==> config.mk <==
export PLATFORM = sky130hd
export DESIGN_NAME = pwconv_pixel_counter
export DESIGN_NICKNAME = d
export VERILOG_FILES = /design/src/verilog/pwconv_pkg.sv /design/src/verilog/pwconv_pixel_counter.sv
export SDC_FILE = /design/constraint.sdc
export NUM_CORES = 1
export LEC_CHECK = 0
export BUFFER_PORTS_ARGS = -buffer_cell sky130_fd_sc_hd__buf_2
export CORE_UTILIZATION = 61
export CTS_CLUSTER_DIAMETER = 40
export DETAILED_ROUTE_END_ITERATION = 16
export GPL_TIMING_DRIVEN = 0
export PLACE_DENSITY = 0.94
export SLEW_MARGIN = 0
export SYNTH_ARGS = -nofsm -noshare
export SYNTH_HDL_FRONTEND = slang
export SYNTH_SLANG_ARGS = --single-unit
==> constraint.sdc <==
create_clock -name clk -period 5.8 [get_ports clk]
set_input_delay 0.87 -clock clk [delete_from_list [all_inputs] [get_ports clk]]
set_output_delay 0.87 -clock clk [all_outputs]
set_load 0.02 [all_outputs]
==> src/verilog/pwconv_pkg.sv <==
`default_nettype none

package pwconv_pkg;

  // data format
  localparam int DWIDTH    = 16;
  localparam int FRAC_BITS = 8;
  localparam int ACCWIDTH  = 40;

  // memory address widths
  localparam int IMGSIZE = 12;
  localparam int NETSIZE = 10;

  // layer size fields
  localparam int LWIDTH  = 8;
  localparam int MAX_PIX = 256;
  localparam int PIXLOG  = 8;

  typedef enum logic [1:0] {
    S_WAIT    = 2'd0,
    S_NETWORK = 2'd1,
    S_INPUT   = 2'd2,
    S_OUTPUT  = 2'd3
  } core_state_t;

  typedef enum logic {
    S_W_WEIGHT = 1'b0,
    S_W_BIAS   = 1'b1
  } weight_state_t;

endpackage

`default_nettype wire
==> src/verilog/pwconv_pixel_counter.sv <==
`timescale 1ns/1ps
`default_nettype none

module pwconv_pixel_counter (
  input  wire                           clk,
  input  wire                           xrst,
  input  wire                           run,
  input  wire [pwconv_pkg::LWIDTH-1:0]  img_size,
  output logic [pwconv_pkg::PIXLOG-1:0] pix_idx,
  output logic                          plane_end
);

  import pwconv_pkg::*;

  logic [LWIDTH-1:0] r_x;
  logic [LWIDTH-1:0] r_y;
  logic              x_end;
  logic              y_end;

  assign x_end     = r_x == img_size - LWIDTH'(1);
  assign y_end     = r_y == img_size - LWIDTH'(1);
  assign plane_end = run && x_end && y_end;

  // raster order, wraps so back to back planes need no gap
  always_ff @(posedge clk) begin
    if (!xrst || !run) begin
      r_x     <= '0;
      r_y     <= '0;
      pix_idx <= '0;
    end else begin
      if (x_end) begin
        r_x <= '0;
        r_y <= y_end ? '0 : r_y + LWIDTH'(1);
      end else
        r_x <= r_x + LWIDTH'(1);
      pix_idx <= plane_end ? '0 : pix_idx + PIXLOG'(1);
    end
  end

endmodule

`default_nettype wire

==> metrics.md, run 1 <==
| Metric | Value |
|---|---|
| Clock Tree Buf Depth | `2` |
| Ys flop type | `dfxtp_1` |
| Ant diodes | `0` |
| Setup WS post-layout | `approximately 1.1 ns` |
| Non-Filler Instances | `about 230` |
| Total die area | `0.002672 sq mm` |
| Crit. End Element | `output port` |
| Total of max-cap violations | `0` |
| Internal power | `0.2039 mW` |
| DP HPWL | `approximately 2.3 mm` |
| Kind of critical path | `in -> out` |
| Antenna violations before repair | `0` |
| Postcts setup bufs | `0` |
| Fmax | `between 200 and 250 MHz` |
| Maximum VDD drop | `roughly 150 uV` |
| Row cnt | `17` |
| Status | `finished, final reports clean` |
| Sink Count | `24` |
| Synth unique cells | `45` |
| Clock network power share | `0.260` |
| Seq/Total Area, Yosys | `0.3189` |
| Tcrit/Tclk final | `0.8108` |
| Clock-pin slew on the worst setup and hold paths | `about 0.12 ns` |
| 1st-pass router iterations | `4` |
| RSZ-0062 raised after global routing | `no` |
| Die Wd | `between 50 and 60 um` |
| Sequential power share | `0.617` |
| WP data arrival | `between 3 and 4 ns` |
| Grt ovf | `0` |
| Pin count of the biggest net entering global routing | `13` |
| Sw Ratio | `0.2502` |
| Combinational Power Share | `0.122` |
| Initial Util | `0.6619` |
| Synth area leaders | `dfxtp_1 32%, xor2_1 8.7%, nand3_1 6.0%` |
| DRC viols | `0` |
| Crit path max fanout | `10` |
| Nets | `approximately 220` |
| Wire length per cell | `roughly 14 um` |
| Rel. slew slack | `0.4702` |
| DRT iter0 DRCs | `61` |
| Seq cells post-synth | `24` |
| Synth async-reset ratio | `0` |
| Final Power | `0.2719 mW` |
| Share of layout cells above drive strength 1 | `0.1616` |
| Syn nets | `a little under 200` |
| Number of synthesized flops with an enable pin | `0` |
| Area Growth Syn to Fin | `9.136%` |
| Area leader, netlist | `dfxtp_1` |
| Core area | `0.002276 sq mm` |
| Cells after Synth | `~180` |
| Layout Utilization | `0.7224` |
| Cts repair resizes | `0` |
| Final setup violation count | `0` |
| Post-route clock skew | `roughly 0.0059 ns` |
| Data required time of the worst path | `4.93 ns` |
| First-pass GRT wire length | `4.912 mm` |
| Slew @ Worst Pin | `approximately 0.79 ns` |
| CTS tree | `done` |
| Clock root cell | `clkbuf_4` |
| I/O Pins | `20` |
| Syn. warnings | `0` |
| Pleak | `roughly 0.67 nW` |
| Routed WL | `about 3.1 mm` |
| Worst skew pair latency | `between 0.3 and 0.4 ns` |
| Cts hold-fix bufs | `0` |
| GPL Wtd Cong | `~0.86` |
| Startpoint Class | `input pin` |
| Net switching power of the design | `0.06802 mW` |
| Synth top area share | `0.3189` |
| Gr usage total | `0.2392` |
| PwrDens | `between 150 and 200 mW/mm^2` |
| Vias per cell | `about 6.1` |
| Final Hold Violating Endpoints | `0` |
| Vias in the first global route | `1202` |
| Setup TNS | `0 ns` |
| H-tree depth | `1` |
| Fillers | `~170` |
| Total vias in the final route | `about 1400` |
| Final min period | `~4.7 ns` |
| Synthesized area | `~0.0015 sq mm` |
| Syn avg cell area | `around 8.4 sq um` |
| # port buffers | `16` |
| Place WS | `between 1 and 1.5 ns` |
| Die height | `just over 50 um` |
| Placed Cells | `~220` |
| CTS buffer count | `3` |
| Post-DRT Antenna Nets | `0` |
| Hold crit path type | `reg -> reg` |
| Max-slew violation count | `0` |
-- layout by cell type, fill, tap and decap left out, drive strengths merged, types with 2 or more instances in the layout --
master   n
inv      7
nor2    21
or4      4
xor2    15
nand3   18
o31ai    2
and3     9
nand2    9
o311ai   2
a32oi    6
o41ai    5
nor3b    3
nor3     2
dfxtp   24
xnor2    9
clkbuf  11
o21ai    3
or2      3
nand3b   2
ha       4
buf     21
-- critical path, stage by stage --
cell and delay (ns):
buf_2 0.15, inv_1 0.07, ha_1 0.17, or3b_2 0.44, clkbuf_1 0.18, nor3_2 0.35, nor3b_1 0.10, a211o_1 0.27
or4_1 0.42, buf_2 0.17, clkbuf_1 0.22, nor3_1 0.23, buf_2 0.19
-- power by group through the flow --
| stage | logic (mW) | registers, mW | clock network, mW |
|---|---|---|---|
| after floorplan | 0.0223 | 0.172 | 0 |
| after global placement | 0.0311 | 0.171 | 0 |
| after detailed placement | 0.0329 | 0.172 | 0 |
| final | 0.0333 | 0.168 | 0.0708 |
| after global routing | 0.0362 | 0.168 | 0.0778 |
| after CTS | 0.0330 | 0.168 | 0.0714 |
-- state kept, by name (all words and copies together), names as in the netlist --
name	flops
r_y	8
r_x	8
pix_idx	8
-- worst paths after layout --
kind | from | endpoint | slack, ns | depth (start not counted)
max | img_size[0] | plane_end | 1.10 | 13
min | pix_idx[0]$_SDFF_PP0_ | pix_idx[0]$_SDFF_PP0_ | 0.47 | 1
max reg2reg | r_x[4]$_SDFF_PP0_ | r_y[5]$_SDFFE_PP0N_ | 3.21 | 9
min reg2reg | pix_idx[0]$_SDFF_PP0_ | pix_idx[0]$_SDFF_PP0_ | 0.47 | 1
-- kinds of logic after synthesis --
group | count (synthesis) | share of synthesized area
AO/OA/AOI/OAI | 28 | 0.1537
XOR/XNOR | 25 | 0.1553
adder cells (fa/ha/maj) | 4 | 0.03322
buffers and inverters | 20 | 0.05731
flip-flops | 24 | 0.3189
multiplexers | 1 | 0.006645
AND/OR/NAND/NOR | 77 | 0.2749
-- synth_stat cells, types with 2 or more instances --
| master | number |
|---|---|
| a32oi_1 | 6 |
| and3_1 | 9 |
| buf_2 | 3 |
| clkbuf_1 | 8 |
| dfxtp_1 | 24 |
| ha_1 | 4 |
| inv_1 | 7 |
| nand2_1 | 9 |
| nand3_1 | 18 |
| nand3b_1 | 2 |
| nor2_1 | 20 |
| nor3b_1 | 3 |
| o21ai_0 | 2 |
| o311ai_0 | 2 |
| o31ai_1 | 2 |
| o41ai_1 | 5 |
| or2_2 | 3 |
| or4_1 | 3 |
| xnor2_1 | 9 |
| xor2_1 | 15 |
-- area by class of cell --
cell class	instances	area, sq um	share of cell area
timing repair buffer	16	80.08	0.04871
clock buffer	3	22.52	0.01370
sequential	24	480.5	0.2922
buffer	13	60.06	0.03653
multi-input combinational	135	939.7	0.5715
tap	28	35.03	0.02131
inverter	7	26.28	0.01598
-- stage by stage --
stage	hold WS (ns)	cell area, sq um
3_3_place_gp	0.4390	1622
5_1_grt	0.4905	1644
2_1_floorplan	0.4590	1506
6_report	0.4725	1644
3_5_place_dp	0.4460	1622
4_1_cts	0.4737	1644
-- per-layer routing --
layer	track usage	part of all wire	vias to the layer above
li1	-	-	691
met1	0.2982	0.47	639
met2	0.4351	0.48	44
met3	0.01754	0.037	6
met4	0.07207	0.0081	0
met5	0	0	-
Note: power is estimated with default switching activity, not from simulation.
==> run 2, diff against run 1 <==
--- a/config.mk
+++ b/config.mk
@@ -5,12 +5,13 @@
 export SDC_FILE = /design/constraint.sdc
 export NUM_CORES = 1
 export LEC_CHECK = 0
+export ABC_AREA = 1
 export BUFFER_PORTS_ARGS = -buffer_cell sky130_fd_sc_hd__buf_2
-export CORE_UTILIZATION = 61
+export CORE_UTILIZATION = 58
 export CTS_CLUSTER_DIAMETER = 40
 export DETAILED_ROUTE_END_ITERATION = 16
 export GPL_TIMING_DRIVEN = 0
-export PLACE_DENSITY = 0.94
+export PLACE_DENSITY = 0.89
 export SLEW_MARGIN = 0
 export SYNTH_ARGS = -nofsm -noshare
 export SYNTH_HDL_FRONTEND = slang
==> constraint.sdc (replaced) <==
create_clock -name clk -period 4.35 [get_ports clk]
set_input_delay 0.6525 -clock clk [delete_from_list [all_inputs] [get_ports clk]]
set_output_delay 0.6525 -clock clk [all_outputs]
set_load 0.02 [all_outputs]
==> run 2 against run 1 <==
  * Synthesized cell count increased by 53%
  * Worst setup slack better by 0.064 ns
  * Non-clock buffer count is 8 lower
  * Sequential share of layout area down 3.8 points
  * Flip-flop and latch count stayed put
  * Register-to-register slack worse by 0.69 ns
  * Critical path depth up 3
  * Count of clock-buffer cells in the layout did not move
  * Cell area is 15% higher
  * First-iteration DRC count rose by 8.2%
  * Combinational power rose by 86%
  * Largest cell class unchanged
  * Highest routed layer unchanged
==> metrics.md, run 2 <==
| Metric | Value |
|---|---|
| # port buffers | `19 (+3)` |
| Syn nets | `288 (+48%)` |
| Place WS | `1.185 ns (+0.05708 ns)` |
| DRT iter0 DRCs | `66 (+8.2%)` |
| H-tree depth | `1 (unchanged)` |
| Area Growth Syn to Fin | `10.96%` |
| Crit path max fanout | `9 (-1)` |
| Registers with the most flip-flops | `pix_idx (8), r_x (8), r_y (8)` |
| Synth top area share | `0.2824 (-0.03658)` |
| Vias per cell | `5.122 (-16%)` |
| Crit. path cell count | `16 (+3)` |
| Initial Util | `0.6171 (-0.04484)` |
| Slowest CP cell | `nor2_4` |
| Sink Count | `24 (unchanged)` |
| Core area | `0.002758 sq mm (+21%)` |
| Final Hold Violating Endpoints | `0 (unchanged)` |
| Slew @ Worst Pin | `0.4086 ns (-0.3789 ns)` |
| I/O Pins | `20 (unchanged)` |
| Hold path cells | `2 (+1)` |
| Most common cell after layout, fill and taps aside | `nand2_1` |
| Cells after Synth | `273 (+53%)` |
| Tcrit/Tclk final | `0.7330` |
| Total die area | `0.003155 sq mm (+18%)` |
| Worst path cell trace | `buf_2, inv_1, ha_1, buf_2, inv_1, nand2_1, nand3_1, nand2_1, nor2_1, nand2_1, nor2_1, nand3_1, nor2_4, nand2_2, nor2_1, buf_2` |
| Ys flop type | `dfxtp_1` |
| Antenna violations before repair | `0 (unchanged)` |
| Status | `finished, final reports clean` |
| Syn avg cell area | `6.233 sq um (-26%)` |
| CTS buffer count | `3 (unchanged)` |
| Max-slew violation count | `0 (unchanged)` |
| DRC viols | `0 (unchanged)` |
| Setup WS post-layout | `1.162 ns (+0.06409 ns)` |
| Hold crit path type | `reg -> reg` |
| Kind of critical path | `in -> out` |
| DP HPWL | `2.769 mm (+19%)` |
| Clock root cell | `clkbuf_4` |
| Most common cell in the netlist | `nand2_1` |
| Total of max-cap violations | `0 (unchanged)` |
| 1st-pass router iterations | `4 (unchanged)` |
| Post-DRT Antenna Nets | `0 (unchanged)` |
| Clock-pin slew on the worst setup and hold paths | `0.13 ns (about the same)` |
| Ant diodes | `0 (unchanged)` |
| Nets | `312 (+45%)` |
| First-pass GRT wire length | `5.947 mm (+21%)` |
| Number of synthesized flops with an enable pin | `0 (unchanged)` |
| Maximum VDD drop | `234.2 uV (+61%)` |
| Seq cells post-synth | `24 (unchanged)` |
| Layout Utilization | `0.6847 (-0.03771)` |
| Vias in the first global route | `1463 (+22%)` |
| Final setup violation count | `0 (unchanged)` |
| CTS tree | `done` |
| Data required time of the worst path | `3.70 ns (-1.23 ns)` |
| Cts hold-fix bufs | `0 (unchanged)` |
| Die Wd | `56.17 um (+8.6%)` |
| Hold_ws | `0.4845 ns (+0.01197 ns)` |
| Die height | `56.17 um (+8.6%)` |
| Most frequent cells in the layout | `87 x nand2_1, 39 x inv_1, 37 x nand3_1, 36 x nor2_1, 24 x dfxtp_1` |
| Crit. End Element | `output port` |
| Post-route clock skew | `0.002839 ns (-0.003062 ns)` |
| GPL Wtd Cong | `0.8238 (-4.5%)` |
| Total vias in the final route | `1675 (+21%)` |
| Gr usage total | `0.2373 (-0.001879)` |
| Seq/Total Area, Yosys | `0.2824 (-0.03658)` |
| Grt ovf | `0 (unchanged)` |
| Family with the most delay on the worst path | `simple AND/OR/NAND/NOR gates` |
| Synth unique cells | `20 (-56%)` |
| Worst skew pair latency | `0.33 ns (+0.02 ns)` |
| Postcts setup bufs | `0 (unchanged)` |
| RSZ-0062 raised after global routing | `no` |
| Rel. slew slack | `0.7255 (+0.2553)` |
| Final min period | `between 3 and 4 ns` |
| Area leader, netlist | `dfxtp_1` |
| Wire length per cell | `10.81 um (-21%)` |
| Buffer and inverter count on the worst path | `5 (-1)` |
| Cts repair resizes | `0 (unchanged)` |
| Fillers | `262 (+58%)` |
| Syn. warnings | `0 (unchanged)` |
| Pleak | `0.9677 nW (+45%)` |
| Pin count of the biggest net entering global routing | `15 (+2)` |
| Routed WL | `3.535 mm (+15%)` |
| Top cells by count, synth | `87 x nand2_1, 39 x inv_1, 37 x nand3_1, 36 x nor2_1, 24 x dfxtp_1` |
| Synth area leaders | `dfxtp_1 28%, nand2_1 19%, nand3_1 11%` |
| Fmax | `about 310 MHz` |
| Row cnt | `19 (+2)` |
| Startpoint Class | `input pin` |
| Clock Tree Buf Depth | `2 (unchanged)` |
| CP max stage delay | `0.22 ns (-0.22 ns)` |
| Final Power | `0.4511 mW (+66%)` |
| Synth async-reset ratio | `0 (unchanged)` |
| Share of layout cells above drive strength 1 | `0.1216 (-0.03999)` |
| WP data arrival | `2.54 ns (-1.29 ns)` |
| Setup TNS | `0 ns (unchanged)` |
| Synthesized area | `0.001702 sq mm (+13%)` |
| PwrDens | `238.9 mW/mm^2 (+44%)` |
| Worst Reg-to-Reg Cells | `12 (+3)` |
run 2: routing by layer:
| metal | vias up | wire (um) | GRT usage |
|---|---|---|---|
| met1 | 737 | 1619 | 0.2926 |
| met5 | - | 0 | 0 |
| met4 | 0 | 90 | 0.09756 |
| met2 | 32 | 1690 | 0.4218 |
| li1 | 897 | - | - |
| met3 | 9 | 134 | 0.02093 |
run 2: worst register-to-register path, stage by stage, from the launching register on:
cell and delay (ns):
dfxtp_1 0.44, nor2_1 0.07, nor2_1 0.10, nand2_1 0.05, nor2_1 0.15, nand2_1 0.07, nor2_1 0.09, nand3_1 0.13
nor2_4 0.22, nand2_2 0.11, nand2_2 0.11, buf_6 0.15, nor2_1 0.05
run 2: final cells by class:
cell class / instances / area (sq um) / area share
inverter: 39 / 146.4 / 0.07753
buffer: 2 / 16.27 / 0.008615
sequential: 24 / 480.5 / 0.2545
clock buffer: 3 / 22.52 / 0.01193
clock inverter: 1 / 30.03 / 0.01590
timing repair buffer: 19 / 95.09 / 0.05036
tap: 31 / 38.79 / 0.02054
multi-input combinational: 208 / 1059 / 0.5606
run 2: path summary, 6_finish.rpt:
kind | startpoint | end | slack, ns
worst max-delay path | img_size[0] | plane_end | 1.16
worst max register to register | r_x[0]$_SDFF_PP0_ | r_y[1]$_SDFFE_PP0N_ | 2.52
worst min-delay path | pix_idx[7]$_SDFF_PP0_ | pix_idx[7]$_SDFF_PP0_ | 0.48
worst min register to register | pix_idx[7]$_SDFF_PP0_ | pix_idx[7]$_SDFF_PP0_ | 0.48
run 2: cell families (layout without fill, tap and decap cells):
logic type	Yosys count	after routing	synth area share
buf+inv	41	64	0.09558
simple gates	182	182	0.4625
compound gates	7	7	0.02059
xor+xnor	15	15	0.1096
fa+ha+maj	4	4	0.02941
flops	24	24	0.2824
run 2: through the flow:
stage / cell area (sq um) / cells
2_1_floorplan: 1702 / 273
3_3_place_gp: 1836 / 323
3_5_place_dp: 1836 / 323
4_1_cts: 1888 / 327
5_1_grt: 1888 / 327
6_report: 1888 / 327
run 2: power breakdown:
part | switching, mW | leakage (nW) | internal [mW] | total, mW
clock | 0.0721 | 0.0279 | 0.0933 | 0.165
sequential | 0.00218 | 0.194 | 0.222 | 0.224
combinational | 0.0390 | 0.746 | 0.0228 | 0.0618
total | 0.113 | 0.968 | 0.338 | 0.451
==> run 3, diff against run 2 <==
--- a/config.mk
+++ b/config.mk
@@ -7,11 +7,11 @@
 export LEC_CHECK = 0
 export ABC_AREA = 1
 export BUFFER_PORTS_ARGS = -buffer_cell sky130_fd_sc_hd__buf_2
-export CORE_UTILIZATION = 58
+export CORE_UTILIZATION = 52
 export CTS_CLUSTER_DIAMETER = 40
 export DETAILED_ROUTE_END_ITERATION = 16
 export GPL_TIMING_DRIVEN = 0
-export PLACE_DENSITY = 0.89
+export PLACE_DENSITY = 0.85
 export SLEW_MARGIN = 0
 export SYNTH_ARGS = -nofsm -noshare
 export SYNTH_HDL_FRONTEND = slang
==> constraint.sdc (replaced) <==
create_clock -name clk -period 2.6 [get_ports clk]
set_input_delay 0.39 -clock clk [delete_from_list [all_inputs] [get_ports clk]]
set_output_delay 0.39 -clock clk [all_outputs]
set_load 0.02 [all_outputs]
==> run 3 against run 2 <==
  * Routed wire length is 4.7% lower
  * Worst setup slack worse by 0.93 ns
  * Count of clock-buffer cells in the layout stayed put
  * Cell count is 4.3% higher
  * Highest routed layer unchanged
  * Sequential share of layout area is 0.48 points lower
  * Worst hold slack worse by 0.12 ns
  * Clock skew is 0.0028 ns higher
  * Die area is 11% higher
==> metrics.md, run 3 (synthesis gave the netlist of run 2 again) <==
| Metric | Value |
|---|---|
| Status | `finished, final reports clean` |
| Fmax | `roughly 420 MHz` |
| Initial Util | `0.5528 (-0.06421)` |
| Vias per cell | `4.812 (-6.1%)` |
| Wire length per cell | `9.883 um (-8.6%)` |
| Pleak | `0.9710 nW (+0.35%)` |
| Vias in the first global route | `1404 (-4.0%)` |
| Antenna violations before repair | `0 (unchanged)` |
| Setup WS post-layout | `0.2337 ns (-0.9278 ns)` |
| Data required time of the worst path | `2.21 ns (-1.49 ns)` |
| H-tree depth | `1 (unchanged)` |
| Nets | `313 (+0.32%)` |
| Grt ovf | `0 (unchanged)` |
| 1st-pass router iterations | `4 (unchanged)` |
| Routed WL | `3.370 mm (-4.7%)` |
| Hold crit path type | `in -> reg` |
| Crit. path cell count | `15 (-1)` |
| Maximum VDD drop | `292.4 uV (+25%)` |
| Reg2Reg Launch Point | `r_x[0]$_SDFF_PP0_` |
| DP HPWL | `2.650 mm (-4.3%)` |
| RSZ-0062 raised after global routing | `no` |
| Family with the most delay on the worst path | `simple AND/OR/NAND/NOR gates` |
| I/O Pins | `20 (unchanged)` |
| Slew @ Worst Pin | `0.3837 ns (-0.02490 ns)` |
| # port buffers | `19 (unchanged)` |
| Final setup violation count | `0 (unchanged)` |
| Worst Reg-to-Reg Cells | `13 (+1)` |
| Met2 Usage GRT | `0.3628 (-0.05901)` |
| CP max stage delay | `0.28 ns (+0.06 ns)` |
| Setup crit end | `plane_end` |
| Busiest grt layer | `met2` |
| Crit path max fanout | `6 (-3)` |
| Max-slew violation count | `0 (unchanged)` |
| Total of max-cap violations | `0 (unchanged)` |
| Sink Count | `24 (unchanged)` |
| FF-to-FF setup slack | `0.84 ns (-1.68 ns)` |
| Worst path cell trace | `buf_2, inv_4, ha_2, inv_1, nand2_1, nand2_1, nand2_1, nor2_2, nand2_1, nor2_1, nand3_1, nor2_4, nand2_2, nor2_1, buf_4` |
| Place WS | `-0.04660 ns (-1.231 ns)` |
| Core area | `0.003078 sq mm (+12%)` |
| Critical path startpoint | `img_size[0]` |
| Cts hold-fix bufs | `0 (unchanged)` |
| Crit. End Element | `output port` |
| Share of layout cells above drive strength 1 | `0.1347 (+0.01306)` |
| CTS buffer count | `3 (unchanged)` |
| Rel. slew slack | `0.7422 (+0.01673)` |
| Met3 GRT Util | `0.01965 (-0.001280)` |
| Most frequent cells in the layout | `87 x nand2_1, 38 x inv_1, 37 x nand3_1, 35 x nor2_1, 24 x dfxtp_1` |
| First-pass GRT wire length | `5.733 mm (-3.6%)` |
| Pin count of the biggest net entering global routing | `15 (unchanged)` |
| Registers with the most flip-flops | `pix_idx (8), r_x (8), r_y (8)` |
| Slowest CP cell | `ha_2` |
| RR Endpoint | `r_y[3]$_SDFFE_PP0N_` |
| Placed cell area | `0.001852 sq mm (+0.89%)` |
| Worst skew pair latency | `0.32 ns (about the same)` |
| Area Growth Syn to Fin | `13.09%` |
| Layout Utilization | `0.6252 (-0.05946)` |
| PwrDens | `389.5 mW/mm^2 (+63%)` |
| Buffer and inverter count on the worst path | `4 (-1)` |
| Startpoint Class | `input pin` |
| Crit-path most repeated cell | `nand2_1` |
| Die height | `59.21 um (+5.4%)` |
| Final std cell area, no fill | `0.001924 sq mm (+1.9%)` |
| Clock root cell | `clkbuf_4` |
| Post-route clock skew | `0.005672 ns (+0.002833 ns)` |
| Row cnt | `20 (+1)` |
| Gr usage total | `0.2126 (-0.02470)` |
| Met1 usage | `0.2789 (-0.01366)` |
| Final Hold Violating Endpoints | `0 (unchanged)` |
| Ant diodes | `0 (unchanged)` |
| Final min period | `approximately 2.4 ns` |
| WP data arrival | `1.98 ns (-0.56 ns)` |
| Total vias in the final route | `1641 (-2.0%)` |
| CTS tree | `done` |
| Post-DRT Antenna Nets | `0 (unchanged)` |
| Tcrit/Tclk final | `0.9101` |
| DRT iter0 DRCs | `65 (-1.5%)` |
| Clock-pin slew on the worst setup and hold paths | `0.13 ns (about the same)` |
| Die Wd | `59.21 um (+5.4%)` |
| Hold_ws | `0.3681 ns (-0.1164 ns)` |
| DRC viols | `0 (unchanged)` |
| GPL Wtd Cong | `0.8584 (+4.2%)` |
| Kind of critical path | `in -> out` |
| Clock Tree Buf Depth | `2 (unchanged)` |
| Total die area | `0.003505 sq mm (+11%)` |
| Setup TNS | `0 ns (unchanged)` |
| Most common cell after layout, fill and taps aside | `nand2_1` |
## run 3: cell types whose count changed in the layout (fill, tap and decap cells not counted), sizes merged
cell,delta
buf,+1
## run 3: area by class of cell
class                      count  area, sq um
multi-input combinational    208         1064
fill                         300         1154
tap                           44        55.05
timing repair buffer          21        112.6
clock buffer                   3        22.52
buffer                         1        11.26
clock inverter                 1        30.03
sequential                    24        480.5
inverter                      39        148.9
## run 3: layer usage
metal | share of wire | up-vias
met5 | 0 | -
met4 | 0.017 | 0
met3 | 0.047 | 6
met2 | 0.45 | 38
met1 | 0.48 | 692
li1 | - | 905
## run 3: worst reg2reg max path: stages (launching register included)
cell,delay [ns]
dfxtp_1,0.44
nor2_1,0.07
nor2_1,0.10
nand2_1,0.06
nor2_2,0.13
nand2_1,0.06
nor2_1,0.08
nand3_1,0.13
nor2_4,0.12
buf_4,0.12
buf_4,0.13
nand3_1,0.08
nand2_1,0.09
nor2_1,0.04
## run 3: per-stage QoR
stage	power [mW]	cells
after floorplan	0.4551	273
after global placement	0.4811	336
after detailed placement	0.4833	336
after CTS	0.7546	341
after global routing	0.7858	341
final	0.7496	341
## run 3: what timing repair did
item | CTS | global route
pin swaps | 1 | 2
resized for setup | 0 | 5
endpoints found under the setup margin | 1 | 1
hold endpoints to repair | 0 | 0
buffers inserted | 1 | 1
## run 3: worst min path at each step
stage / endpoint / cells after the start / slack [ns] / startpoint
finish: r_y[6]$_SDFFE_PP0N_ / 3 / 0.37 / xrst
global route: r_y[7]$_SDFFE_PP0N_ / 3 / 0.37 / xrst
CTS: r_y[6]$_SDFFE_PP0N_ / 3 / 0.36 / xrst
detailed placement: pix_idx[0]$_SDFF_PP0_ / 1 / 0.46 / pix_idx[0]$_SDFF_PP0_
global placement: pix_idx[0]$_SDFF_PP0_ / 1 / 0.44 / pix_idx[0]$_SDFF_PP0_
floorplan: r_x[0]$_SDFF_PP0_ / 1 / 0.45 / r_x[0]$_SDFF_PP0_
## run 3: power by group
part	internal (mW)	total [mW]	switching, mW
clock	0.156	0.272	0.116
sequential	0.371	0.374	0.00352
combinational	0.0391	0.103	0.0643
total	0.566	0.750	0.184
