==> src/verilog/pwconv_pkg.sv <==
`default_nettype none

package pwconv_pkg;

  // data format
  localparam int DWIDTH    = 16;
  localparam int FRAC_BITS = 8;
  localparam int ACCWIDTH  = 40;

  // memory address widths
  localparam int IMGSIZE = 12;
  localparam int NETSIZE = 10;

  // layer size fields
  localparam int LWIDTH  = 8;
  localparam int MAX_PIX = 256;
  localparam int PIXLOG  = 8;

  typedef enum logic [1:0] {
    S_WAIT    = 2'd0,
    S_NETWORK = 2'd1,
    S_INPUT   = 2'd2,
    S_OUTPUT  = 2'd3
  } core_state_t;

  typedef enum logic {
    S_W_WEIGHT = 1'b0,
    S_W_BIAS   = 1'b1
  } weight_state_t;

endpackage

`default_nettype wire
==> src/verilog/pwconv_ctrl_core.sv <==
`timescale 1ns/1ps
`default_nettype none

module pwconv_ctrl_core (
  input  wire                                  clk,
  input  wire                                  xrst,
  input  wire                                  req,
  input  wire [pwconv_pkg::LWIDTH-1:0]         total_in,
  input  wire [pwconv_pkg::LWIDTH-1:0]         total_out,
  input  wire [pwconv_pkg::LWIDTH-1:0]         img_size,
  input  wire [pwconv_pkg::IMGSIZE-1:0]        in_offset,
  input  wire [pwconv_pkg::IMGSIZE-1:0]        out_offset,
  input  wire [pwconv_pkg::NETSIZE-1:0]        net_offset,
  input  wire                                  host_img_we,
  input  wire [pwconv_pkg::IMGSIZE-1:0]        host_img_addr,
  input  wire signed [pwconv_pkg::DWIDTH-1:0]  host_img_wdata,
  input  wire                                  plane_end,
  input  wire [pwconv_pkg::PIXLOG-1:0]         pix_idx,
  input  wire signed [pwconv_pkg::DWIDTH-1:0]  result,
  output logic                                 ack,
  output pwconv_pkg::core_state_t              core_state,
  output logic                                 run,
  output logic [pwconv_pkg::LWIDTH-1:0]        layer_size,
  output logic                                 mem_img_we,
  output logic [pwconv_pkg::IMGSIZE-1:0]       mem_img_addr,
  output logic signed [pwconv_pkg::DWIDTH-1:0] mem_img_wdata,
  output logic [pwconv_pkg::NETSIZE-1:0]       net_raddr,
  output logic                                 w_load,
  output logic                                 b_load,
  output logic                                 pix_en,
  output logic                                 first_input,
  output logic [pwconv_pkg::PIXLOG-1:0]        acc_idx,
  output logic                                 out_en
);

  import pwconv_pkg::*;

  core_state_t        r_state;
  weight_state_t      r_wstate;
  logic               r_ack;
  logic [LWIDTH-1:0]  r_total_in;
  logic [LWIDTH-1:0]  r_total_out;
  logic [LWIDTH-1:0]  r_img_size;
  logic [LWIDTH-1:0]  r_count_in;
  logic [LWIDTH-1:0]  r_count_out;
  logic [IMGSIZE-1:0] r_plane;
  logic [IMGSIZE-1:0] r_in_offset;
  logic [IMGSIZE-1:0] r_in_base;
  logic [IMGSIZE-1:0] r_out_base;
  logic [NETSIZE-1:0] r_net_addr;
  logic [1:0]         r_drain;
  logic               r_w_load;
  logic               r_b_load;
  logic               r_pix_en;
  logic               r_first;
  logic               r_out_en;
  logic               r_wr_en;
  logic [PIXLOG-1:0]  r_idx_d;
  logic [IMGSIZE-1:0] r_out_addr_d;
  logic [IMGSIZE-1:0] r_wr_addr;
  logic               accept;
  logic               last_in;
  logic               last_out;
  logic               s_network_end;
  logic               s_input_end;
  logic               s_output_end;

//======================================================================
// layer control
//======================================================================

  assign accept   = r_state == S_WAIT && req;
  assign last_in  = r_count_in == r_total_in - LWIDTH'(1);
  assign last_out = r_count_out == r_total_out - LWIDTH'(1);

  // bias read adds a second cycle on the last input channel
  assign s_network_end = r_state == S_NETWORK && (r_wstate == S_W_BIAS || !last_in);
  assign s_input_end   = r_state == S_INPUT && plane_end;
  assign s_output_end  = r_state == S_OUTPUT && r_drain == 2'd2;

  always_ff @(posedge clk) begin
    if (!xrst) begin
      r_state     <= S_WAIT;
      r_count_in  <= '0;
      r_count_out <= '0;
    end else begin
      case (r_state)
        S_WAIT:
          if (accept)
            r_state <= S_NETWORK;
        S_NETWORK:
          if (s_network_end)
            r_state <= S_INPUT;
        S_INPUT:
          if (s_input_end) begin
            if (last_in) begin
              r_state    <= S_OUTPUT;
              r_count_in <= '0;
            end else begin
              r_state    <= S_NETWORK;
              r_count_in <= r_count_in + LWIDTH'(1);
            end
          end
        S_OUTPUT:
          if (s_output_end) begin
            if (last_out) begin
              r_state     <= S_WAIT;
              r_count_out <= '0;
            end else begin
              r_state     <= S_NETWORK;
              r_count_out <= r_count_out + LWIDTH'(1);
            end
          end
        default:
          r_state <= S_WAIT;
      endcase
    end
  end

  always_ff @(posedge clk) begin
    if (!xrst)
      r_ack <= 1'b1;
    else if (accept)
      r_ack <= 1'b0;
    else if (s_output_end && last_out)
      r_ack <= 1'b1;
  end

  always_ff @(posedge clk) begin
    if (!xrst) begin
      r_total_in  <= '0;
      r_total_out <= '0;
      r_img_size  <= '0;
      r_plane     <= '0;
      r_in_offset <= '0;
    end else if (accept) begin
      r_total_in  <= total_in;
      r_total_out <= total_out;
      r_img_size  <= img_size;
      r_plane     <= img_size * img_size;
      r_in_offset <= in_offset;
    end
  end

  // plane bases, input restarts for every output channel
  always_ff @(posedge clk) begin
    if (!xrst) begin
      r_in_base  <= '0;
      r_out_base <= '0;
    end else if (accept) begin
      r_in_base  <= in_offset;
      r_out_base <= out_offset;
    end else begin
      if (s_input_end)
        r_in_base <= last_in ? r_in_offset : r_in_base + r_plane;
      if (s_output_end)
        r_out_base <= r_out_base + r_plane;
    end
  end

  // 0 while streaming, then two drain cycles
  always_ff @(posedge clk) begin
    if (!xrst)
      r_drain <= 2'd0;
    else if (r_state == S_OUTPUT) begin
      if (r_drain == 2'd0) begin
        if (plane_end)
          r_drain <= 2'd1;
      end else if (r_drain == 2'd1)
        r_drain <= 2'd2;
      else
        r_drain <= 2'd0;
    end
  end

  assign run        = r_state == S_INPUT || (r_state == S_OUTPUT && r_drain == 2'd0);
  assign ack        = r_ack;
  assign core_state = r_state;
  assign layer_size = r_img_size;

//======================================================================
// network control
//======================================================================

  always_ff @(posedge clk) begin
    if (!xrst)
      r_wstate <= S_W_WEIGHT;
    else if (r_state == S_NETWORK) begin
      if (r_wstate == S_W_WEIGHT && last_in)
        r_wstate <= S_W_BIAS;
      else
        r_wstate <= S_W_WEIGHT;
    end
  end

  // weights and biases sit back to back per output channel
  always_ff @(posedge clk) begin
    if (!xrst)
      r_net_addr <= '0;
    else if (accept)
      r_net_addr <= net_offset;
    else if (r_state == S_NETWORK)
      r_net_addr <= r_net_addr + NETSIZE'(1);
  end

  assign net_raddr = r_net_addr;

//======================================================================
// pixel pipeline
//======================================================================

  always_ff @(posedge clk) begin
    if (!xrst) begin
      r_w_load <= 1'b0;
      r_b_load <= 1'b0;
      r_pix_en <= 1'b0;
      r_first  <= 1'b0;
      r_out_en <= 1'b0;
      r_wr_en  <= 1'b0;
    end else begin
      r_w_load <= r_state == S_NETWORK && r_wstate == S_W_WEIGHT;
      r_b_load <= r_state == S_NETWORK && r_wstate == S_W_BIAS;
      r_pix_en <= r_state == S_INPUT;
      r_first  <= r_state == S_INPUT && r_count_in == '0;
      r_out_en <= r_state == S_OUTPUT && r_drain == 2'd0;
      r_wr_en  <= r_out_en;
    end
  end

  always_ff @(posedge clk) begin
    r_idx_d      <= pix_idx;
    r_out_addr_d <= r_out_base + IMGSIZE'(pix_idx);
    r_wr_addr    <= r_out_addr_d;
  end

  assign w_load      = r_w_load;
  assign b_load      = r_b_load;
  assign pix_en      = r_pix_en;
  assign first_input = r_first;
  assign out_en      = r_out_en;
  assign acc_idx     = r_idx_d;

  // host owns the image port while idle
  always_comb begin
    case (r_state)
      S_WAIT: begin
        mem_img_we    = host_img_we;
        mem_img_addr  = host_img_addr;
        mem_img_wdata = host_img_wdata;
      end
      S_INPUT: begin
        mem_img_we    = 1'b0;
        mem_img_addr  = r_in_base + IMGSIZE'(pix_idx);
        mem_img_wdata = result;
      end
      default: begin
        mem_img_we    = r_wr_en;
        mem_img_addr  = r_wr_addr;
        mem_img_wdata = result;
      end
    endcase
  end

endmodule

`default_nettype wire

==> config.mk <==
export PLATFORM = sky130hd
export DESIGN_NAME = pwconv_ctrl_core
export DESIGN_NICKNAME = d
export VERILOG_FILES = /design/src/verilog/pwconv_pkg.sv /design/src/verilog/pwconv_ctrl_core.sv
export SDC_FILE = /design/constraint.sdc
export NUM_CORES = 1
export LEC_CHECK = 0
export ABC_CLOCK_PERIOD_IN_PS = 11200
export BUFFER_PORTS_ARGS = -buffer_cell sky130_fd_sc_hd__buf_2
export CAP_MARGIN = 20
export CORE_MARGIN = 5
export CORE_UTILIZATION = 55
export CTS_CLUSTER_DIAMETER = 80
export DETAILED_ROUTE_END_ITERATION = 6
export GPL_ROUTABILITY_DRIVEN = 0
export PLACE_DENSITY = 0.91
export SLEW_MARGIN = 20
export SYNTH_ARGS = -nofsm -noshare
export SYNTH_HDL_FRONTEND = slang
export SYNTH_SLANG_ARGS = --single-unit
==> constraint.sdc <==
create_clock -name clk -period 11.2 [get_ports clk]
set_clock_uncertainty 0.05 [all_clocks]
set_input_delay 1.68 -clock clk [delete_from_list [all_inputs] [get_ports clk]]
set_output_delay 1.68 -clock clk [all_outputs]
set_load 0.05 [all_outputs]
==> results_dict.tcl, run 1 <==
set metrics [dict create \
    syn_nets 1277 \
    reg2reg_from "core_state[1]" \
    ir_worst_vdd_uv 129.7 \
    power_density_nw_per_um2 167.2 \
    yosys.area.top_type_share_pct 31.63 \
    setup_viol 0 \
    post-synth-top-area-cell "dfxtp_1" \
    cts_resized 0 \
    hold_path_class "register to register" \
    cts_max_path_buffers 2 \
    grt_usage_pct 25.35 \
    start_util_pct 55.98 \
    drc 0 \
    grt_antenna_before_repair 1 \
    place_hpwl_um 17110 \
    hold_ws_ps 275.9 \
    via_per_inst 5.702 \
    cts.sinks 140 \
    min_period_ps 6252 \
    ant_nets 0 \
    vias 8296 \
    grt_pass1_vias 8158 \
    cp.arrival_ps 4520 \
    root_buffer "clkbuf_16" \
    slew_headroom_pct 29.47 \
    final_max_slew_viol_count 0 \
    grt_setup_unrepaired "no" \
    p_leak_nw 4.785 \
    ys_top_cells_by_area "dfxtp_1, ha_1, nand2_1" \
    num_rows 46 \
    ios 179 \
    hold_start "r_out_addr_d[2]" \
    synthesis.instances 1073 \
    drtPass1Iterations 5 \
    crit_start "pix_idx[0]" \
    cts.hold.buffers_added 0 \
    worstPathRequired_ps 9470 \
    final_layout_size_suffix_gt1_share_pct 19.63 \
    dieArea_sq_um 18750 \
    synth_seq_cells 140 \
    numCtsBuffers 17 \
    grt_overflow 0 \
    htreeDepth 4 \
    numPortBuffers 178 \
    avgSynthCellArea_sq_um 8.257 \
    die_w_um 136.9 \
    grt_start_max_net_pins 104 \
    end_kind "output port" \
    grt_pass1_wl_um 38360 \
    layout_commonest_cell "buf_2" \
    async_flop_share_pct 0 \
    rrSetupSlack_ps 7830 \
    synth_area_sq_um 8860 \
    ys.flop_type "dfxtp_1" \
    period_share_pct 55.82 \
    clk_pin_slew_ps 60 \
    worstPathMaxFanout 3 \
    die_y_um 136.9 \
    finalHoldViolCount 0 \
    post_cts_buffers 0 \
    drt-total-wl_um 23830 \
    placeableCoreArea_sq_um 15830 \
    drt_iter0_markers 620 \
    layout.nets 1429 \
    yosys_warnings 0 \
    syn_to_final_growth_pct 18.40 \
    ys_seq_area_share_pct 31.63 \
    ys_types 68 \
    clk-insertion-delay-late_ps 420 \
    max-cap-violations 0 \
    status "complete, no violations" \
    post_drt_wl_per_cell_um 16.38 \
    synth_edf_count 0 \
    critical_path_class "input pin to output port" \
    cts_tree "yes" \
    tns_ps 0 \
    final_cell_mix "buf_2, nand2_1, dfxtp_1" \
    start_kind "input pin" \
    fmax_ghz 0.1600 \
    tightest_slew_ps 1058 \
]
kinds of logic after synthesis:
family,synth area share (%)
buffers and inverters,5.028
adders and majority gates,14.77
xor gates and xnor gates,7.965
AOI/OAI and AO/OA,18.01
muxes,3.276
and+or+nand+nor,19.32
DFF,31.63
area by class of cell:
cell class                      count  area, sq um
Fill cell                        1243         5338
Clock buffer                       18        439.2
Sequential cell                   140         2803
Antenna cell                        1        2.502
Inverter                           63        236.5
Clock inverter                     14        182.7
Tap cell                          216        270.3
Timing Repair Buffer              183        928.4
Multi-Input combinational cell    820         5628
critical path, stage by stage:
cell and delay, ps:
buf_2 120, ha_1 240, fa_1 440, a21o_1 220
a21oi_1 260, o21bai_1 130, a2111oi_0 710, nor3_1 140
xnor2_1 150, o21ai_0 140, buf_2 290
synthesized netlist by cell type, types with 3 or more instances:
cell type / n
and2_1: 27
buf_1: 7
nor4b_1: 3
nand3_1: 34
and3_1: 10
dfxtp_1: 140
a22oi_1: 7
nand4_1: 7
inv_1: 63
clkbuf_1: 38
nor2b_1: 8
fa_1: 26
xnor2_1: 45
nor3b_1: 5
a21boi_0: 3
xor2_1: 33
nand2b_1: 4
nor4_1: 5
mux2_2: 16
o211ai_1: 9
or3_1: 8
a21oi_1: 96
o221ai_1: 5
o21a_1: 7
a311oi_1: 5
nand2_1: 167
a211oi_1: 14
nor2_1: 68
o21bai_1: 5
mux2i_1: 11
ha_1: 63
o21ai_0: 48
a32o_1: 5
a21o_1: 14
o31ai_1: 3
a31oi_1: 13
nor3_1: 12
sequential cells by signal, indices dropped and copies added, names as in the netlist, 2 cells and up:
| signal | flops |
|---|---|
| r_plane | 10 |
| r_count_in | 8 |
| r_in_base | 12 |
| r_drain | 2 |
| r_out_addr_d | 12 |
| r_total_out | 8 |
| r_out_base | 12 |
| r_in_offset | 12 |
| net_raddr | 10 |
| r_wr_addr | 12 |
| r_total_in | 8 |
| acc_idx | 8 |
| r_count_out | 8 |
| core_state | 2 |
| layer_size | 8 |
final timing paths:
check | end | cells past startpoint
max reg2reg | r_in_base[10] | 8
min | r_wr_addr[2] | 0
max | mem_img_addr[10] | 11
min reg2reg | r_wr_addr[2] | 0
metrics by stage:
stage | area (sq um) | instances | utilization (%) | setup slack (ps) | power, mW
6_report | 10490 | 1455 | 66.28 | 4948 | 1.754
2_1_floorplan | 8860 | 1073 | - | 4894 | 1.030
4_1_cts | 10480 | 1454 | 66.23 | 4932 | 1.759
5_1_grt | 10490 | 1455 | 66.28 | 4779 | 1.851
3_5_place_dp | 9861 | 1422 | 62.30 | 5046 | 1.163
3_3_place_gp | 9861 | 1422 | 62.30 | 5052 | 1.140
report_power, final:
| part | switching, mW | total, mW | internal (mW) |
|---|---|---|---|
| sequential | 0.0461 | 0.597 | 0.551 |
| clock | 0.230 | 0.591 | 0.361 |
| combinational | 0.344 | 0.565 | 0.222 |
| total | 0.620 | 1.75 | 1.13 |
metal layers:
| metal | wire [um] | track usage (%) | vias to the layer above |
|---|---|---|---|
| li1 | - | - | 4025 |
| met1 | 9668 | 31.18 | 3835 |
| met2 | 11310 | 42.75 | 379 |
| met3 | 2032 | 5.221 | 57 |
| met4 | 816 | 11.31 | 0 |
| met5 | 0 | 0 | - |
No activity file was read; power rests on OpenSTA's default activity.
==> run 2, diff against run 1 <==
--- a/config.mk
+++ b/config.mk
@@ -5,7 +5,7 @@
 export SDC_FILE = /design/constraint.sdc
 export NUM_CORES = 1
 export LEC_CHECK = 0
-export ABC_CLOCK_PERIOD_IN_PS = 11200
+export ABC_CLOCK_PERIOD_IN_PS = 6160
 export BUFFER_PORTS_ARGS = -buffer_cell sky130_fd_sc_hd__buf_2
 export CAP_MARGIN = 20
 export CORE_MARGIN = 5
==> constraint.sdc (replaced) <==
create_clock -name clk -period 6.16 [get_ports clk]
set_clock_uncertainty 0.05 [all_clocks]
set_input_delay 0.924 -clock clk [delete_from_list [all_inputs] [get_ports clk]]
set_output_delay 0.924 -clock clk [all_outputs]
set_load 0.05 [all_outputs]
==> run 2 against run 1 <==
Net effect: flip-flop and latch count unchanged; largest power group unchanged; clock power increased by 79%; cell count increased by 0.14%; non-clock buffer count increased by 1; total power increased by 81%; first-iteration DRC count decreased by 8.2%; sequential share of layout area about the same; final area about the same; combinational power increased by 82%.
==> results_dict.tcl, run 2 (synthesized netlist as in run 1, its figures left out) <==
set metrics [dict create \
    grt_overflow 0 \
    post_cts_buffers 0 \
    hold_path_class "register to register" \
    grt_pass1_wl_um 37700 \
    cts_tree "yes" \
    critPathTopFamily "compound AO/OA/AOI/OAI gates" \
    setup_slack_ps 1385 \
    setup_viol 0 \
    critical_path.slowest_cell "a2111oi_0" \
    dp_slack_ps 1288 \
    ios 179 \
    worstPathMaxFanout 3 \
    cp_num_cells 11 \
    via_per_inst 5.735 \
    clockPowerShare_pct 33.3 \
    numPortBuffers 178 \
    reg2reg_to "r_count_in[5]" \
    clk_pin_slew_ps 60 \
    num_rows 46 \
    cts_resized 0 \
    die_y_um 136.9 \
    p_int_mw 2.052 \
    power_density_nw_per_um2 303.2 \
    finalHoldViolCount 0 \
    die_w_um 136.9 \
    fmax_ghz 0.2094 \
    layout_commonest_cell "buf_2" \
    crit_buf_inv 2 \
    place_inst 1423 \
    root_buffer "clkbuf_16" \
    drtPass1Iterations 5 \
    start_kind "input pin" \
    timing.critical_path.mode_cell "buf_2" \
    grt_pass1_vias 8008 \
    grt_setup_unrepaired "no" \
    worstPathRequired_ps 5190 \
    reg2reg_from "r_total_in[0]" \
    crit_chain "buf_2 -> ha_1 -> fa_1 -> a21o_1 -> a21oi_1 -> o21bai_1 -> a2111oi_0 -> nor2_1 -> xnor2_1 -> o21ai_0 -> buf_2" \
    drt_iter0_markers 569 \
    htreeDepth 4 \
    crit_start "pix_idx[0]" \
    rrSetupSlack_ps 3410 \
    p_leak_nw 4.782 \
    grt_antenna_before_repair 4 \
    drc 0 \
    status "complete, no violations" \
    post_drt_wl_per_cell_um 16.38 \
    period_share_pct 77.51 \
    stdcell_count 1457 \
    final_max_slew_viol_count 0 \
    start_util_pct 55.98 \
    vias 8356 \
    grt_start_max_net_pins 104 \
    min_period_ps 4775 \
    max_stage_delay_ps 730 \
    final_cell_mix "buf_2, nand2_1, dfxtp_1" \
    p_sw_share_pct 35.44 \
    seqCellArea_sq_um 2803 \
    ir_worst_vdd_uv 210.0 \
    dieArea_sq_um 18750 \
    multiInputGateArea_sq_um 5623 \
    place_hpwl_um 17170 \
    seqPwrFrac_pct 34.2 \
    tightest_slew_ps 1091 \
    numCtsBuffers 17 \
    cp.arrival_ps 3800 \
    report.power.total_mw 3.178 \
    drt-total-wl_um 23860 \
    critical_path_class "input pin to output port" \
    max-cap-violations 0 \
    cts.hold.buffers_added 0 \
    cts.sinks 140 \
    placeableCoreArea_sq_um 15830 \
    worstRegToRegCells 9 \
    crit_end "mem_img_addr[8]" \
    clk-insertion-delay-late_ps 430 \
    end_kind "output port" \
    tns_ps 0 \
    fill_cells 1224 \
    cts_max_path_buffers 2 \
    p_comb_share_pct 32.5 \
    grt_usage_pct 25.07 \
    syn_to_final_growth_pct 18.32 \
    switchingPower_mw 1.126 \
    slew_headroom_pct 27.28 \
    ant_nets 0 \
    final_layout_size_suffix_gt1_share_pct 19.69 \
    layout.nets 1430 \
]
[run 2: through the flow]
step	instance area (sq um)	hold WS, ps	utilization (%)
after detailed placement	9868	262.1	62.35
after global routing	10480	278.3	66.23
after floorplan	8860	259.6	-
final	10480	270.5	66.23
after CTS	10480	271.0	66.20
after global placement	9868	261.6	62.35
[run 2: cell type report]
class                   instances  share of cell area (%)
multi-input cells             820                   53.64
flip-flops and latches        140                   26.74
repair buffers                184                   8.928
clock buffers                  18                   4.190
well taps                     216                   2.578
inverters                      63                   2.256
clock inverters                14                   1.623
diodes                          2                 0.04774
[run 2: routing by layer]
metal / up-vias / global-route usage, % / share of wire, %
met5: - / 0 / 0.11
met4: 4 / 10.53 / 2.9
met3: 68 / 5.625 / 8.2
met2: 332 / 42.81 / 48
met1: 3921 / 30.37 / 41
li1: 4031 / - / -
[run 2: worst register-to-register path, cell delays in order (launching register included)]
cell and delay, ps:
dfxtp_1 420, inv_1 70, ha_1 280, o21bai_1 190, a211o_1 300, a31oi_1 230
o211ai_2 210, nor2_4 420, o21ai_0 180, a32o_1 300
[run 2: worst min-delay path by stage]
stage                                from  cells after the start           end  slack, ps
after detailed placement  r_out_addr_d[4]                      0  r_wr_addr[4]        260
final                     r_out_addr_d[4]                      0  r_wr_addr[4]        270
after global placement    r_out_addr_d[2]                      0  r_wr_addr[2]        260
after floorplan           r_out_addr_d[0]                      0  r_wr_addr[0]        260
after global routing      r_out_addr_d[4]                      0  r_wr_addr[4]        280
after CTS                 r_out_addr_d[4]                      0  r_wr_addr[4]        270
[run 2: power by group through the flow]
stage	combinational, mW	sequential, mW	clock, mW
floorplan	0.750	1.12	0
global placement	0.980	1.10	0
detailed placement	1.02	1.10	0
CTS	1.03	1.08	1.06
global route	1.15	1.09	1.11
finish	1.03	1.09	1.06
==> run 3, diff against run 2 <==
--- a/config.mk
+++ b/config.mk
@@ -5,7 +5,7 @@
 export SDC_FILE = /design/constraint.sdc
 export NUM_CORES = 1
 export LEC_CHECK = 0
-export ABC_CLOCK_PERIOD_IN_PS = 6160
+export ABC_CLOCK_PERIOD_IN_PS = 4480
 export BUFFER_PORTS_ARGS = -buffer_cell sky130_fd_sc_hd__buf_2
 export CAP_MARGIN = 20
 export CORE_MARGIN = 5
==> constraint.sdc (replaced) <==
create_clock -name clk -period 4.48 [get_ports clk]
set_clock_uncertainty 0.05 [all_clocks]
set_input_delay 0.672 -clock clk [delete_from_list [all_inputs] [get_ports clk]]
set_output_delay 0.672 -clock clk [all_outputs]
set_load 0.05 [all_outputs]
==> run 3 against run 2 <==
Net effect: sequential share of layout area is 0.17 points lower; clock-buffer cell count is 3 higher; sequential power grew 37%; die area stayed put; total power rose by 39%; global-route usage increased by 0.42 points; utilization increased by 0.42 points; setup slack lost 990 ps; first-iteration DRC count grew 15%; critical path type is now register to output port; largest power group is now clock; wire length increased by 0.87%; combinational power is 38% higher; the flow now finishes with violations (design-rule violations).
==> results_dict.tcl, run 3 (synthesized netlist as in run 1, its figures left out) <==
set metrics [dict create \
    status "finished, violations left" \
    violations "design-rule violations" \
    grt_usage_pct 25.49 \
    cts_max_path_buffers 2 \
    post_drt_wl_per_cell_um 16.44 \
    grt_pass1_wl_um 38340 \
    final_layout_size_suffix_gt1_share_pct 19.92 \
    drt-total-wl_um 24070 \
    syn_to_final_growth_pct 19.07 \
    grt_antenna_before_repair 3 \
    cts_resized 0 \
    numPortBuffers 178 \
    grt_overflow 0 \
    crit_buf_inv 2 \
    clk-insertion-delay-late_ps 430 \
    root_buffer "clkbuf_16" \
    numCtsBuffers 17 \
    layout.nets 1436 \
    tightest_slew_ps 938.2 \
    critical_path.slowest_cell "a2111oi_0" \
    p_leak_nw 4.822 \
    layout_commonest_cell "buf_2" \
    num_rows 46 \
    cp.arrival_ps 3370 \
    placeableCoreArea_sq_um 15830 \
    drt_iter0_markers 654 \
    start_kind "register" \
    cts.hold.buffers_added 0 \
    die_w_um 136.9 \
    drtPass1Iterations 7 \
    worstPathRequired_ps 3760 \
    setup_viol 0 \
    worstPathMaxFanout 3 \
    end_kind "output port" \
    post_cts_buffers 0 \
    dieArea_sq_um 18750 \
    die_y_um 136.9 \
    htreeDepth 4 \
    ant_nets 0 \
    period_share_pct 91.25 \
    finalHoldViolCount 0 \
    grt_pass1_vias 8114 \
    cts.sinks 140 \
    start_util_pct 55.98 \
    grt_setup_unrepaired "no" \
    grt_start_max_net_pins 61 \
    place_hpwl_um 17250 \
    vias 8319 \
    fill_cells 1250 \
    ir_worst_vdd_uv 300.3 \
    via_per_inst 5.682 \
    max-cap-violations 0 \
    tns_ps 0 \
    fmax_ghz 0.2446 \
    final_max_slew_viol_count 0 \
    slew_headroom_pct 37.36 \
    crit_chain "ha_1 -> fa_1 -> a21o_1 -> a21oi_1 -> o21bai_1 -> a2111oi_0 -> buf_4 -> nor2_1 -> xnor2_1 -> o21ai_0 -> buf_2" \
    power_density_nw_per_um2 418.8 \
    final_cell_mix "buf_2, nand2_1, dfxtp_1" \
    report.power.total_mw 4.418 \
    max_stage_delay_ps 490 \
    hold_path_class "register to register" \
    critPathTopFamily "compound AO/OA/AOI/OAI gates" \
    drc 8 \
    clk_pin_slew_ps 60 \
    min_period_ps 4088 \
    cts_tree "yes" \
    ios 179 \
    critical_path_class "register to output port" \
]
==> run 3: metrics by stage <==
step / hold slack, ps / area [sq um] / cells / utilization [%] / setup slack, ps
2_1_floorplan: 259.6 / 8860 / 1073 / - / 130.9
3_3_place_gp: 260.4 / 9913 / 1429 / 62.63 / 104.4
3_5_place_dp: 262.1 / 9913 / 1429 / 62.63 / 26.50
4_1_cts: 276.2 / 10540 / 1461 / 66.59 / 460.0
5_1_grt: 281.8 / 10550 / 1464 / 66.65 / 276.1
6_report: 276.2 / 10550 / 1464 / 66.65 / 392.1
==> run 3: worst reg2reg max path: stages (launching register included) <==
cell and delay, ps:
dfxtp_1 450, inv_1 80, ha_1 280, o21bai_1 200, a211o_1 300, a31oi_1 220, o211ai_2 220, nor2_4 420
o21ai_0 170, a32o_1 290
==> run 3: layout make-up <==
cell class / instances / area [sq um] / share of cell area (%)
multi-input combinational: 820 / 5624 / 53.31
sequential: 140 / 2803 / 26.57
timing repair buffer: 190 / 980.9 / 9.299
clock buffer: 21 / 460.4 / 4.365
tap: 216 / 270.3 / 2.562
inverter: 63 / 236.5 / 2.242
clock inverter: 11 / 166.4 / 1.578
antenna: 3 / 7.507 / 0.07117
==> run 3: final timing paths <==
check	from	to	slack [ps]	cells past startpoint
worst min-delay path	r_out_addr_d[4]	r_wr_addr[4]	280	0
worst max register to register	r_total_in[0]	r_count_in[3]	1680	9
worst max-delay path	r_in_base[0]	mem_img_addr[8]	390	11
worst min register to register	r_out_addr_d[4]	r_wr_addr[4]	280	0
==> run 3: layer usage <==
metal | track usage, % | share of wire (%) | up-vias
met5 | 0 | 0 | -
met4 | 13.14 | 4.0 | 0
met3 | 5.221 | 8.9 | 81
met2 | 42.48 | 47 | 358
met1 | 31.08 | 40 | 3839
li1 | - | - | 4041
==> run 3: power by group <==
| part | switching, mW | total, mW | internal [mW] |
|---|---|---|---|
| Clock | 0.543 | 1.50 | 0.958 |
| Sequential | 0.114 | 1.49 | 1.38 |
| Combinational | 0.860 | 1.42 | 0.564 |
